[src/source/risc14_defs.svh]
`ifndef RISC14_DEFS_SVH
`define RISC14_DEFS_SVH

// Datapath widths
`define RISC_WORD_W     14
`define RISC_LANE_W     7
`define RISC_REG_CNT    16
`define RISC_REG_IDX_W  4
`define RISC_SR_W       12
`define RISC_OPC_W      6

// APB widths and word index within PADDR
`define APB_ADDR_W      8
`define APB_DATA_W      32
`define APB_IDX_W       5
`define APB_IDX_HI      6
`define APB_IDX_LO      2

// Register map in word indices
`define ADDR_REG_LAST   5'd15
`define ADDR_INSTR      5'd16
`define ADDR_STATUS     5'd17

// Opcodes kept from the full instruction set
`define OPC_CPY         6'h02
`define OPC_ADD         6'h05
`define OPC_SUB         6'h06
`define OPC_ADDC        6'h07
`define OPC_SUBC        6'h08
`define OPC_MUL         6'h09
`define OPC_NOT         6'h0B
`define OPC_AND         6'h0C
`define OPC_OR          6'h0D
`define OPC_XOR         6'h0E
`define OPC_SRL         6'h0F
`define OPC_SRA         6'h10
`define OPC_ROTL        6'h11
`define OPC_ROTR        6'h12
`define OPC_VADD        6'h17
`define OPC_VSUB        6'h18

// Status register bit positions
`define SR_C            11
`define SR_N            10
`define SR_V            9
`define SR_Z            8
`define SR_HI_C         7
`define SR_HI_Z         4
`define SR_LO_C         3
`define SR_LO_Z         0

// Instruction word fields
`define INSTR_OPC_HI    13
`define INSTR_OPC_LO    8
`define INSTR_RI_HI     7
`define INSTR_RI_LO     4
`define INSTR_RJ_HI     3
`define INSTR_RJ_LO     0

`endif

[src/source/risc14Pkg.sv]
`default_nettype none

`include "risc14_defs.svh"

package risc14Pkg;

	// Two SIMD lanes of one data word
	typedef struct packed {
		logic [`RISC_LANE_W-1:0] laneHi; // Bits 13 to 7
		logic [`RISC_LANE_W-1:0] laneLo; // Bits 6 to 0
	} risc14Lanes;

	// Scalar ops read the whole word, VADD and VSUB read the lanes
	typedef union packed {
		logic [`RISC_WORD_W-1:0] scalar;
		risc14Lanes lanes;
	} risc14Word;

endpackage

`default_nettype wire

[src/source/apbExecPort.sv]
`timescale 1ns/100ps
`default_nettype none

`include "risc14_defs.svh"

module apbExecPort
	import risc14Pkg::*;
(
	input wire logic Clock_not,
	input wire logic rstN,
	input wire logic psel,
	input wire logic penable,
	input wire logic pwrite,
	input wire logic [`APB_ADDR_W-1:0] paddr,
	input wire logic [`APB_DATA_W-1:0] pwdata,
	input wire risc14Word readDataA,
	input wire risc14Word readDataB,
	input wire logic [`RISC_SR_W-1:0] statusReg,
	output logic [`APB_DATA_W-1:0] prdata,
	output logic pready,
	output logic pslverr,
	output logic [`RISC_REG_IDX_W-1:0] readIdxA,
	output logic [`RISC_REG_IDX_W-1:0] readIdxB,
	output logic hostWrite,
	output logic [`RISC_REG_IDX_W-1:0] hostIdx,
	output risc14Word hostData,
	output logic execute,
	output logic [`RISC_REG_IDX_W-1:0] destIdx,
	output logic [`RISC_OPC_W-1:0] opcode,
	output risc14Word operandA,
	output risc14Word operandB
);

	logic [`APB_IDX_W-1:0] wordIdx;
	logic [`RISC_OPC_W-1:0] newOpc;
	logic [`RISC_WORD_W-1:0] immValue;
	logic access;
	logic isReg, isInstr, isStatus;
	logic opcLegal, useImm;
	logic instrExec, errCase;
	logic waitDone; // First access cycle of an instruction is over

	assign wordIdx = paddr[`APB_IDX_HI:`APB_IDX_LO];
	assign newOpc = pwdata[`INSTR_OPC_HI:`INSTR_OPC_LO];
	assign immValue = {{(`RISC_WORD_W-`RISC_REG_IDX_W){1'b0}}, pwdata[`INSTR_RJ_HI:`INSTR_RJ_LO]};
	assign access = psel & penable;

	assign isReg = (wordIdx <= `ADDR_REG_LAST);
	assign isInstr = (wordIdx == `ADDR_INSTR);
	assign isStatus = (wordIdx == `ADDR_STATUS);

	always_comb begin
		opcLegal = 1'b1;
		useImm = 1'b0;
		case (newOpc)
			`OPC_ADDC, `OPC_SUBC, `OPC_SRL, `OPC_SRA, `OPC_ROTL, `OPC_ROTR: useImm = 1'b1;
			`OPC_CPY, `OPC_ADD, `OPC_SUB, `OPC_MUL: ;
			`OPC_NOT, `OPC_AND, `OPC_OR, `OPC_XOR: ;
			`OPC_VADD, `OPC_VSUB: ;
			default: opcLegal = 1'b0;
		endcase
	end

	assign instrExec = isInstr & pwrite & opcLegal;
	assign errCase = (isStatus & pwrite) | (isInstr & ~pwrite) | (wordIdx > `ADDR_STATUS)
		| (isInstr & pwrite & ~opcLegal);

	// Only a legal instruction write inserts the wait state
	assign pready = access & (~instrExec | waitDone);
	assign pslverr = access & errCase;
	assign execute = access & instrExec & waitDone;

	assign hostWrite = access & pwrite & isReg;
	assign hostIdx = wordIdx[`RISC_REG_IDX_W-1:0];
	assign hostData = risc14Word'(pwdata[`RISC_WORD_W-1:0]);

	// Port A serves host reads outside instruction transfers
	assign readIdxA = isInstr ? pwdata[`INSTR_RI_HI:`INSTR_RI_LO] : hostIdx;
	assign readIdxB = pwdata[`INSTR_RJ_HI:`INSTR_RJ_LO];

	always_ff @(posedge Clock_not) begin
		if (!rstN) begin
			waitDone <= 1'b0;
		end else if (pready | ~psel) begin
			waitDone <= 1'b0;
		end else if (access & instrExec) begin
			waitDone <= 1'b1;
		end
	end

	always_ff @(posedge Clock_not) begin
		if (access & instrExec & ~waitDone) begin // Latch at end of first access cycle
			opcode <= newOpc;
			destIdx <= pwdata[`INSTR_RI_HI:`INSTR_RI_LO];
			operandA <= readDataA;
			if (useImm) begin
				operandB <= risc14Word'(immValue); // Zero-extended Rj field
			end else begin
				operandB <= readDataB;
			end
		end
	end

	always_comb begin
		prdata = '0;
		if (access & ~pwrite & isReg) begin
			prdata = {{(`APB_DATA_W-`RISC_WORD_W){1'b0}}, readDataA.scalar};
		end else if (access & ~pwrite & isStatus) begin
			prdata = {{(`APB_DATA_W-`RISC_SR_W){1'b0}}, statusReg};
		end
	end

endmodule

`default_nettype wire

[src/source/scalarAlu.sv]
`timescale 1ns/100ps
`default_nettype none

`include "risc14_defs.svh"

module scalarAlu
	import risc14Pkg::*;
(
	input wire logic [`RISC_OPC_W-1:0] opcode,
	input wire risc14Word operandA,
	input wire risc14Word operandB,
	output risc14Word result,
	output logic [3:0] scalarStatus, // C, N, V, Z
	output logic [3:0] statusMask,
	output logic scalarHit
);

	localparam logic [3:0] maskAll = 4'b1111;
	localparam logic [3:0] maskNz = 4'b0101; // C and V kept
	localparam logic [3:0] maskNone = 4'b0000;

	logic [`RISC_WORD_W-1:0] a, b;
	logic [`RISC_WORD_W-1:0] res;
	logic [`RISC_WORD_W:0] sum;
	logic [`RISC_WORD_W:0] diff;
	logic [2*`RISC_WORD_W-1:0] product;
	logic [2*`RISC_WORD_W-1:0] rotLeft;
	logic [2*`RISC_WORD_W-1:0] rotRight;
	logic [1:0] shamt;
	logic carry;
	logic overflow;
	logic addOvf, subOvf;

	assign a = operandA.scalar;
	assign b = operandB.scalar;
	assign shamt = b[1:0]; // Only shifts of 0 to 3

	assign sum = {1'b0, a} + {1'b0, b};
	assign diff = {1'b0, a} - {1'b0, b}; // MSB is the borrow
	assign product = a * b;

	// Doubled word so a plain shift gives the rotate
	assign rotLeft = {a, a} << shamt;
	assign rotRight = {a, a} >> shamt;

	assign addOvf = (a[`RISC_WORD_W-1] == b[`RISC_WORD_W-1])
		& (sum[`RISC_WORD_W-1] != a[`RISC_WORD_W-1]);
	assign subOvf = (a[`RISC_WORD_W-1] != b[`RISC_WORD_W-1])
		& (diff[`RISC_WORD_W-1] != a[`RISC_WORD_W-1]);

	always_comb begin
		res = '0;
		carry = 1'b0;
		overflow = 1'b0;
		statusMask = maskNone;
		scalarHit = 1'b1;
		case (opcode)
			`OPC_ADD, `OPC_ADDC: begin
				res = sum[`RISC_WORD_W-1:0];
				carry = sum[`RISC_WORD_W];
				overflow = addOvf;
				statusMask = maskAll;
			end
			`OPC_SUB, `OPC_SUBC: begin
				res = diff[`RISC_WORD_W-1:0];
				carry = diff[`RISC_WORD_W];
				overflow = subOvf;
				statusMask = maskAll;
			end
			`OPC_MUL: begin
				res = product[`RISC_WORD_W-1:0]; // Low half only
				statusMask = maskNz;
			end
			`OPC_NOT: begin
				res = ~a;
				statusMask = maskNz;
			end
			`OPC_AND: begin
				res = a & b;
				statusMask = maskNz;
			end
			`OPC_OR: begin
				res = a | b;
				statusMask = maskNz;
			end
			`OPC_XOR: begin
				res = a ^ b;
				statusMask = maskNz;
			end
			`OPC_SRL: res = a >> shamt;
			`OPC_SRA: res = $unsigned($signed(a) >>> shamt);
			`OPC_ROTL: res = rotLeft[2*`RISC_WORD_W-1:`RISC_WORD_W];
			`OPC_ROTR: res = rotRight[`RISC_WORD_W-1:0];
			`OPC_CPY: res = b; // Rj into Ri
			default: scalarHit = 1'b0;
		endcase
	end

	assign result = risc14Word'(res);

	// Flags come from the new result
	assign scalarStatus = {carry, res[`RISC_WORD_W-1], overflow, (res == '0)};

endmodule

`default_nettype wire

[src/source/vectorAlu.sv]
`timescale 1ns/100ps
`default_nettype none

`include "risc14_defs.svh"

module vectorAlu
	import risc14Pkg::*;
(
	input wire logic [`RISC_OPC_W-1:0] opcode,
	input wire risc14Word operandA,
	input wire risc14Word operandB,
	output risc14Word result,
	output logic [7:0] laneStatus, // High lane C N V Z, then low lane
	output logic vectorHit
);

	// Sum or difference of one lane, followed by its C, N, V and Z
	function automatic logic [`RISC_LANE_W+3:0] laneOp(
		input logic [`RISC_LANE_W-1:0] x,
		input logic [`RISC_LANE_W-1:0] y,
		input logic sub
	);
		logic [`RISC_LANE_W:0] full;
		logic ovf;
		if (sub) begin
			full = {1'b0, x} - {1'b0, y};
			ovf = (x[`RISC_LANE_W-1] != y[`RISC_LANE_W-1])
				& (full[`RISC_LANE_W-1] != x[`RISC_LANE_W-1]);
		end else begin
			full = {1'b0, x} + {1'b0, y};
			ovf = (x[`RISC_LANE_W-1] == y[`RISC_LANE_W-1])
				& (full[`RISC_LANE_W-1] != x[`RISC_LANE_W-1]);
		end
		return {full[`RISC_LANE_W-1:0], full[`RISC_LANE_W], full[`RISC_LANE_W-1], ovf,
			(full[`RISC_LANE_W-1:0] == '0)};
	endfunction

	logic isSub;
	logic [`RISC_LANE_W+3:0] hiOut;
	logic [`RISC_LANE_W+3:0] loOut;

	assign vectorHit = (opcode == `OPC_VADD) | (opcode == `OPC_VSUB);
	assign isSub = (opcode == `OPC_VSUB);

	// Lanes never pass a carry to each other
	assign hiOut = laneOp(operandA.lanes.laneHi, operandB.lanes.laneHi, isSub);
	assign loOut = laneOp(operandA.lanes.laneLo, operandB.lanes.laneLo, isSub);

	always_comb begin
		result.lanes.laneHi = hiOut[`RISC_LANE_W+3:4];
		result.lanes.laneLo = loOut[`RISC_LANE_W+3:4];
	end

	assign laneStatus = {hiOut[3:0], loOut[3:0]};

endmodule

`default_nettype wire

[src/source/regWriteBack.sv]
`timescale 1ns/100ps
`default_nettype none

`include "risc14_defs.svh"

module regWriteBack
	import risc14Pkg::*;
(
	input wire logic Clock_not,
	input wire logic rstN,
	input wire logic [`RISC_REG_IDX_W-1:0] readIdxA,
	input wire logic [`RISC_REG_IDX_W-1:0] readIdxB,
	input wire logic hostWrite,
	input wire logic [`RISC_REG_IDX_W-1:0] hostIdx,
	input wire risc14Word hostData,
	input wire logic execute,
	input wire logic [`RISC_REG_IDX_W-1:0] destIdx,
	input wire risc14Word scalarResult,
	input wire logic [3:0] scalarStatus,
	input wire logic [3:0] statusMask,
	input wire logic scalarHit,
	input wire risc14Word vectorResult,
	input wire logic [7:0] laneStatus,
	input wire logic vectorHit,
	output risc14Word readDataA,
	output risc14Word readDataB,
	output logic [`RISC_SR_W-1:0] statusReg
);

	risc14Word regFile [`RISC_REG_CNT]; // R0 to R15

	assign readDataA = regFile[readIdxA];
	assign readDataB = regFile[readIdxB];

	// Host writes and executions never share a cycle
	always_ff @(posedge Clock_not) begin
		if (!rstN) begin
			for (int i = 0; i < `RISC_REG_CNT; i++) begin
				regFile[i] <= '0;
			end
		end else if (hostWrite) begin
			regFile[hostIdx] <= hostData;
		end else if (execute && scalarHit) begin
			regFile[destIdx] <= scalarResult;
		end else if (execute && vectorHit) begin
			regFile[destIdx] <= vectorResult;
		end
	end

	always_ff @(posedge Clock_not) begin
		if (!rstN) begin
			statusReg <= '0;
		end else if (execute && scalarHit) begin
			// Unmasked flags keep their old value
			statusReg[`SR_C:`SR_Z] <= (scalarStatus & statusMask)
				| (statusReg[`SR_C:`SR_Z] & ~statusMask);
		end else if (execute && vectorHit) begin
			statusReg[`SR_HI_C:`SR_LO_Z] <= laneStatus; // Both lanes at once
		end
	end

endmodule

`default_nettype wire

[src/source/risc14Exec.sv]
`timescale 1ns/100ps
`default_nettype none

`include "risc14_defs.svh"

module risc14Exec
	import risc14Pkg::*;
(
	input wire logic Clock_not,
	input wire logic rstN,
	input wire logic psel,
	input wire logic penable,
	input wire logic pwrite,
	input wire logic [`APB_ADDR_W-1:0] paddr,
	input wire logic [`APB_DATA_W-1:0] pwdata,
	output logic [`APB_DATA_W-1:0] prdata,
	output logic pready,
	output logic pslverr
);

	// Register file ports
	logic [`RISC_REG_IDX_W-1:0] readIdxA, readIdxB;
	risc14Word readDataA, readDataB;
	logic hostWrite;
	logic [`RISC_REG_IDX_W-1:0] hostIdx;
	risc14Word hostData;
	logic [`RISC_SR_W-1:0] statusReg;

	// Issue to the ALUs
	logic execute;
	logic [`RISC_REG_IDX_W-1:0] destIdx;
	logic [`RISC_OPC_W-1:0] opcode;
	risc14Word operandA, operandB;

	// ALU results
	risc14Word scalarResult, vectorResult;
	logic [3:0] scalarStatus, statusMask;
	logic [7:0] laneStatus;
	logic scalarHit, vectorHit;

	apbExecPort execPort (
		.Clock_not(Clock_not), .rstN(rstN),
		.psel(psel), .penable(penable), .pwrite(pwrite), .paddr(paddr), .pwdata(pwdata),
		.readDataA(readDataA), .readDataB(readDataB), .statusReg(statusReg),
		.prdata(prdata), .pready(pready), .pslverr(pslverr),
		.readIdxA(readIdxA), .readIdxB(readIdxB),
		.hostWrite(hostWrite), .hostIdx(hostIdx), .hostData(hostData),
		.execute(execute), .destIdx(destIdx), .opcode(opcode),
		.operandA(operandA), .operandB(operandB)
	);

	scalarAlu scalarUnit (
		.opcode(opcode), .operandA(operandA), .operandB(operandB),
		.result(scalarResult), .scalarStatus(scalarStatus),
		.statusMask(statusMask), .scalarHit(scalarHit)
	);

	vectorAlu vectorUnit (
		.opcode(opcode), .operandA(operandA), .operandB(operandB),
		.result(vectorResult), .laneStatus(laneStatus), .vectorHit(vectorHit)
	);

	regWriteBack writeBack (
		.Clock_not(Clock_not), .rstN(rstN),
		.readIdxA(readIdxA), .readIdxB(readIdxB),
		.hostWrite(hostWrite), .hostIdx(hostIdx), .hostData(hostData),
		.execute(execute), .destIdx(destIdx),
		.scalarResult(scalarResult), .scalarStatus(scalarStatus),
		.statusMask(statusMask), .scalarHit(scalarHit),
		.vectorResult(vectorResult), .laneStatus(laneStatus), .vectorHit(vectorHit),
		.readDataA(readDataA), .readDataB(readDataB), .statusReg(statusReg)
	);

endmodule

`default_nettype wire

[config.mk]
export PLATFORM = sky130hd
export DESIGN_NAME = risc14Exec
export DESIGN_NICKNAME = d
export VERILOG_FILES = /design/src/source/risc14Pkg.sv /design/src/source/apbExecPort.sv /design/src/source/scalarAlu.sv /design/src/source/vectorAlu.sv /design/src/source/regWriteBack.sv /design/src/source/risc14Exec.sv
export VERILOG_INCLUDE_DIRS = /design/src /design/src/source
export SDC_FILE = /design/constraint.sdc
export NUM_CORES = 1
export LEC_CHECK = 0
export ABC_CLOCK_PERIOD_IN_PS = 8200
export BUFFER_PORTS_ARGS = -buffer_cell sky130_fd_sc_hd__buf_2
export CORE_ASPECT_RATIO = 2
export CORE_MARGIN = 4
export CORE_UTILIZATION = 40
export CTS_CLUSTER_SIZE = 20
export DETAILED_ROUTE_END_ITERATION = 6
export PLACE_DENSITY = 0.66
export SYNTH_ARGS = -nofsm -noshare
export SYNTH_HDL_FRONTEND = slang
export SYNTH_SLANG_ARGS = --single-unit
[constraint.sdc]
create_clock -name Clock_not -period 8.2 [get_ports Clock_not]
set_input_delay 1.64 -clock Clock_not [delete_from_list [all_inputs] [get_ports Clock_not]]
set_output_delay 1.64 -clock Clock_not [all_outputs]
set_load 0.05 [all_outputs]
Word-level counts from Yosys, hierarchy flattened

Memories as Yosys holds them, arrays and structs flattened.
Index checks and enable logic that the tools add are counted.

Register bits: 51
Bits in writable memories: 224
Input port bits: 45
Output and inout bits: 34
Memories kept: 1

Memory list:

| name              | words | bits a word | rd ports | clocked after Yosys merged registers in | write ports | line               | text |
|---|---|---|---|---|---|---|---|
| writeBack.regFile | 16    | 14          | 2        | 0                                       | 16          | regWriteBack.sv:30 | `` risc14Word regFile [`RISC_REG_CNT]; `` |

Add/subtract/negate cells: 6
$mul: 1
$lt $le $gt $ge: 2
Equal/unequal tests: 44
Shift operators: 4
Muxes and demuxes: 35
Bitwise gates (word level): 44
Reductions and logical operators: 16

Operator list:

| cell               | count |
|---|---|
| $pmux 14 s12       | 1 |
| $eq 6x4->1 const B | 14 |
| $eq 6x5->1 const B | 10 |
| $mux 14            | 3 |
| $reduce_or 14->1   | 3 |
| $eq 6x3->1 const B | 6 |
| $mux 32            | 1 |
| $shl 28x2->28      | 1 |
| $shr 28x2->14      | 1 |
| $and 1x1->1        | 22 |
| $mux 1             | 20 |
| $add 7x7->8        | 2 |
| $mux 4             | 4 |
| $mux 8             | 2 |
| $reduce_or 16->1   | 1 |
| $sub 7x7->8        | 2 |
| $add 14x14->15     | 1 |
| $sub 14x14->15     | 1 |
| $and 14x14->14     | 1 |
| $logic_not 14->1   | 1 |
| $logic_not 7->1    | 2 |
| $mul 14x14->14     | 1 |
| $not 14->14        | 1 |
| $or 14x14->14      | 1 |
| other kinds (23)   | 50 |

Depth between registers and ports, before layout

Depth after elaboration: 15
Gate-level depth with buffers: 26

Modules after synthesis

Synthesis repeated with hierarchy kept, for this count alone.

Cell total of the unflattened synthesis: 2063
Area total of the unflattened synthesis: 21615.7 um^2

By module, submodules not included:

| module       | times used | cells each | area an instance (um^2) | seq. area each (um^2) |
|---|---|---|---|---|
| regWriteBack | 1          | 893        | 12139.1                 | 6966.7 |
| scalarAlu    | 1          | 833        | 6120.9                  | 0.0 |
| apbExecPort  | 1          | 160        | 2038.2                  | 1161.1 |
| vectorAlu    | 1          | 177        | 1317.5                  | 0.0 |

Worst setup path after synthesis

No wires, ideal clock.

Path kind: reg-to-reg
Start: register execPort.operandB[2] (netlist bit)
End: memory writeBack.regFile[15][13] (netlist bit) (data pin)
Arrival time: 6.129 ns
Path slack: 1.814 ns
Stages on the path, launching flop included: 27
Path buffers: 2
Period minus slack after synthesis: 6.386 ns
Cells stage by stage: edfxtp_1 inv_1 clkbuf_1 nor2_1 fa_1 inv_1 fa_1 inv_1 fa_1 inv_1 fa_1 inv_1 fa_1 inv_1 fa_1 inv_1 ha_1 o21ai_0 a21bo_2 a311oi_1 o21ai_0 a21oi_1 xnor2_1 o211ai_1 a31oi_1 buf_2 nor2_1

RTL lines:

| item                   | line               | text |
|---|---|---|
| from (decl)            | apbExecPort.sv:31  | `output risc14Word operandB` |
| from (signal assigned) | apbExecPort.sv:97  | `operandB <= risc14Word'(immValue);` |
| from (signal assigned) | apbExecPort.sv:99  | `operandB <= readDataB;` |
| to (decl)              | regWriteBack.sv:30 |  |

==> flow_summary_export.csv <==
group,metric,value,unit
run_status,status,"finished with violations",
run_status,violations,"DRC",
yosys,synth_xor_xnor_area_share,2.16,%
power_and_ir_drop,peakVddDrop,0.127,mV
clock_tree,post_cts_resized,0,
global_route,grt-ovfl-total,0,
global_route,grt_max_degree,54,
yosys,synth-simple-area-share,14.4,%
floorplanning,die_x,170,um
worst_setup_path,crit_chain,"inv_1 > nor2_1 > fa_1 > inv_1 > fa_1 > inv_1 > fa_1 > inv_1 > fa_1 > inv_1 > fa_1 > inv_1 > fa_1 > inv_1 > ha_1 > o21ai_0 > a21bo_2 > a311oi_1 > mux2_1 > nor2_1 > a211o_1 > o21bai_2 > mux2i_2 > nor2_1",
timing,finalSetupTns,0,ps
timing,period_share,90.4,%
yosys,async_flop_share,0,%
global_route,antenna_found_initial,2,
worst_setup_path,slowest_delay,660,ps
routing,ant_nets,0,
yosys,synth_area_leaders,"edfxtp_1, mux4_2, fa_1, nor2_1, ha_1",
worst_setup_path,path_max_fanout,16,
timing,maxSlewHeadroom,15.0,%
hold_path,hp-class,"reg -> reg",
clock_tree,cts_tree,"built",
finish,drive_gt1_share,17.1,%
timing,finalHoldViolations,0,
timing,clock_skew,17.4,ps
routing,dr_total_vias,16180,
finish,final_cell_mix,"nor2_1, edfxtp_1, nand2_1",
yosys,avgSynthCellArea,11.0,um^2
placement,globalplace.congestion,1.05,
clock_tree,cts_hold_buf,0,
clock_tree,cts-root-buf,"clkbuf_16",
yosys,yosys_most_used_dff,"edfxtp_1",
yosys,post-synth-top-area-cell,"edfxtp_1",
clock_tree,clk_pin_slew,80,ps
global_route,grt_pass1_vias,16887,
floorplanning,fp.coreArea,51700,um^2
timing,rsz0062_at_grt,"no",
yosys,yosysSeqAreaShare,38.9,%
yosys,synth_top_family_by_area,"multiplexers",
routing,routedWlPerCell,28.9,um
timing,slew_violations,0,
run,cap_violations,0,
finish,area_delta_synth_final,7.10,%
timing,period_needed,7410,ps
power_and_ir_drop,p_leak,8.29,nW
worst_setup_path,cp_common_cell,"inv_1",
routing,drtPass1Iterations,7,
finish,final_common_cell,"nor2_1",
clock_tree,cts_setup_buffers,0,
global_route,grt_use_total,25.9,%
worst_setup_path,crit_required,8460,ps
routing,viasPerCell,6.37,
routing,drc,1,
power_and_ir_drop,power_per_cell_area,142,nW/um^2
power_and_ir_drop,power,3.17,mW
yosys,yosysUniqueCellTypes,100,
finish,postLayoutCoreUtil,43.3,%
timing,worst_pin_slew,1240,ps
clock_tree,cts_buffer_depth,3,
timing,fmax,135,MHz
yosys,yosys-mux-area-fraction,16.9,%
worst_setup_path,crit_path_end_kind,"flip-flop",
floorplanning,dieArea,56100,um^2
placement,dp_hpwl,57200,um
yosys,synth.top_cell.area_share,37.7,%
yosys,netlist_instances,1899,
clock_tree,clkLatencyLatePin,550,ps
finish,finalNetCount,2053,
clock_tree,clock_sinks,275,
floorplanning,io_pins,79,
floorplanning,initial_utilization,40.4,%
placement,port_buffers,39,
yosys,synthAdderAreaFrac,10.8,%
worst_setup_path,worstSetupStartpointType,"flip-flop",
yosys,yosysWarnings,0,
routing,finalWirelength,73300,um
routing,drt_iter0_drc,1679,
yosys,synth_compound_area_share,10.7,%
yosys,synth-edff-count,262,
worst_setup_path,arrival,7670,ps
clock_tree,htreeDepth,1,
floorplanning,rows,118,
worst_setup_path,critPathKind,"reg -> reg",
yosys,ys_ff_latch,275,
floorplanning,die_h,331,um
timing,setup_viol,0,
yosys,syn_area,20900,um^2
clock_tree,cts-buffers-inserted,21,
global_route,grt_pass1_wl,107000,um
worst_setup_path,crit_path_top_delay_cell,"mux2i_2",
stage by stage:
step	worst slack, ps	instances	cell area, um^2	hold WS [ps]
after CTS	877	2538	22300	510
after global placement	955	2501	21600	470
after global routing	520	2539	22300	527
after detailed placement	899	2501	21600	491
after floorplan	1810	1916	20900	443
final	789	2541	22400	508
state kept, by name, indices dropped and copies added (netlist names), named ones only:
| register | count |
|---|---|
| execPort.operandA | 14 |
| execPort.opcode | 6 |
| writeBack.regFile | 224 |
| execPort.waitDone | 1 |
| writeBack.statusReg | 8 |
| execPort.destIdx | 4 |
| execPort.operandB | 14 |
worst paths after layout:
| kind | cells past startpoint | start | to | slack (ps) |
|---|---|---|---|---|
| setup reg to reg | 24 | execPort.operandB[2]$_DFFE_PP_ | writeBack.regFile[8][11]$_SDFFCE_PN0P_ | 790 |
| hold reg to reg | 2 | writeBack.statusReg[0]$_SDFFE_PN0P_ | writeBack.statusReg[0]$_SDFFE_PN0P_ | 510 |
| setup / recovery | 24 | execPort.operandB[2]$_DFFE_PP_ | writeBack.regFile[8][11]$_SDFFCE_PN0P_ | 790 |
| hold / removal | 2 | writeBack.statusReg[0]$_SDFFE_PN0P_ | writeBack.statusReg[0]$_SDFFE_PN0P_ | 510 |
synthesized netlist by cell type, types with 9 or more instances:
| library cell | n |
|---|---|
| and2_1 | 26 |
| dfxtp_1 | 13 |
| fa_1 | 60 |
| nor4_1 | 9 |
| o211ai_1 | 13 |
| o22ai_1 | 9 |
| xnor2_1 | 38 |
| nor2_1 | 320 |
| buf_4 | 22 |
| nand4_1 | 9 |
| a31oi_1 | 24 |
| nor3_1 | 19 |
| a22o_1 | 14 |
| nand3_1 | 19 |
| nand2b_1 | 9 |
| nor2b_1 | 22 |
| ha_1 | 84 |
| mux4_2 | 146 |
| clkbuf_1 | 57 |
| xor2_1 | 11 |
| buf_2 | 67 |
| edfxtp_1 | 262 |
| a21o_1 | 14 |
| inv_1 | 136 |
| a21oi_1 | 58 |
| o2111ai_1 | 11 |
| o21ai_0 | 32 |
| mux2i_1 | 12 |
| a211oi_1 | 15 |
| nand4b_1 | 9 |
| nand2_1 | 171 |
worst max-delay path: cells and delay by family, from the launching register on:
| kind | cells | cell delay, ps |
|---|---|---|
| buf+inv | 7 | 760 |
| mux | 2 | 910 |
| compound gates | 5 | 1370 |
| fa+ha+maj | 7 | 3300 |
| flops | 1 | 510 |
| simple gates | 3 | 290 |
per-layer routing:
layer | part of all wire, % | vias to the layer above | GRT usage [%] | wire (um)
met4 | 12 | 0 | 24.2 | 9000
met1 | 28 | 8021 | 22.2 | 20400
met3 | 5.4 | 375 | 3.14 | 3960
li1 | - | 6817 | - | -
met2 | 55 | 967 | 49.8 | 40000
met5 | 0 | - | 0 | 0
kinds of logic after synthesis:
| kind of cell | count (synthesis) |
|---|---|
| DFF | 275 |
| xor gates and xnor gates | 50 |
| muxes | 167 |
| and+or+nand+nor | 665 |
| AOI/OAI and AO/OA | 303 |
| buffers and inverters | 294 |
| adders and majority gates | 144 |
| other | 1 |
power breakdown:
part           total, mW  internal, mW  switching [mW]  leakage [nW]
Sequential          1.63          1.60          0.0343          2.58
Clock               1.19         0.666           0.520         0.371
Combinational      0.354         0.147           0.207          5.34
Total               3.17          2.41           0.762          8.29
final cells by class:
class,count,area (um^2)
clock buffer,22,529
sequential,275,8130
tap,660,826
inverter,139,522
timing repair buffer,80,518
clock inverter,15,243
fill,4862,29300
antenna,3,7.51
multi-input combinational,1347,11600
Note: power is estimated with default switching activity, not from simulation.
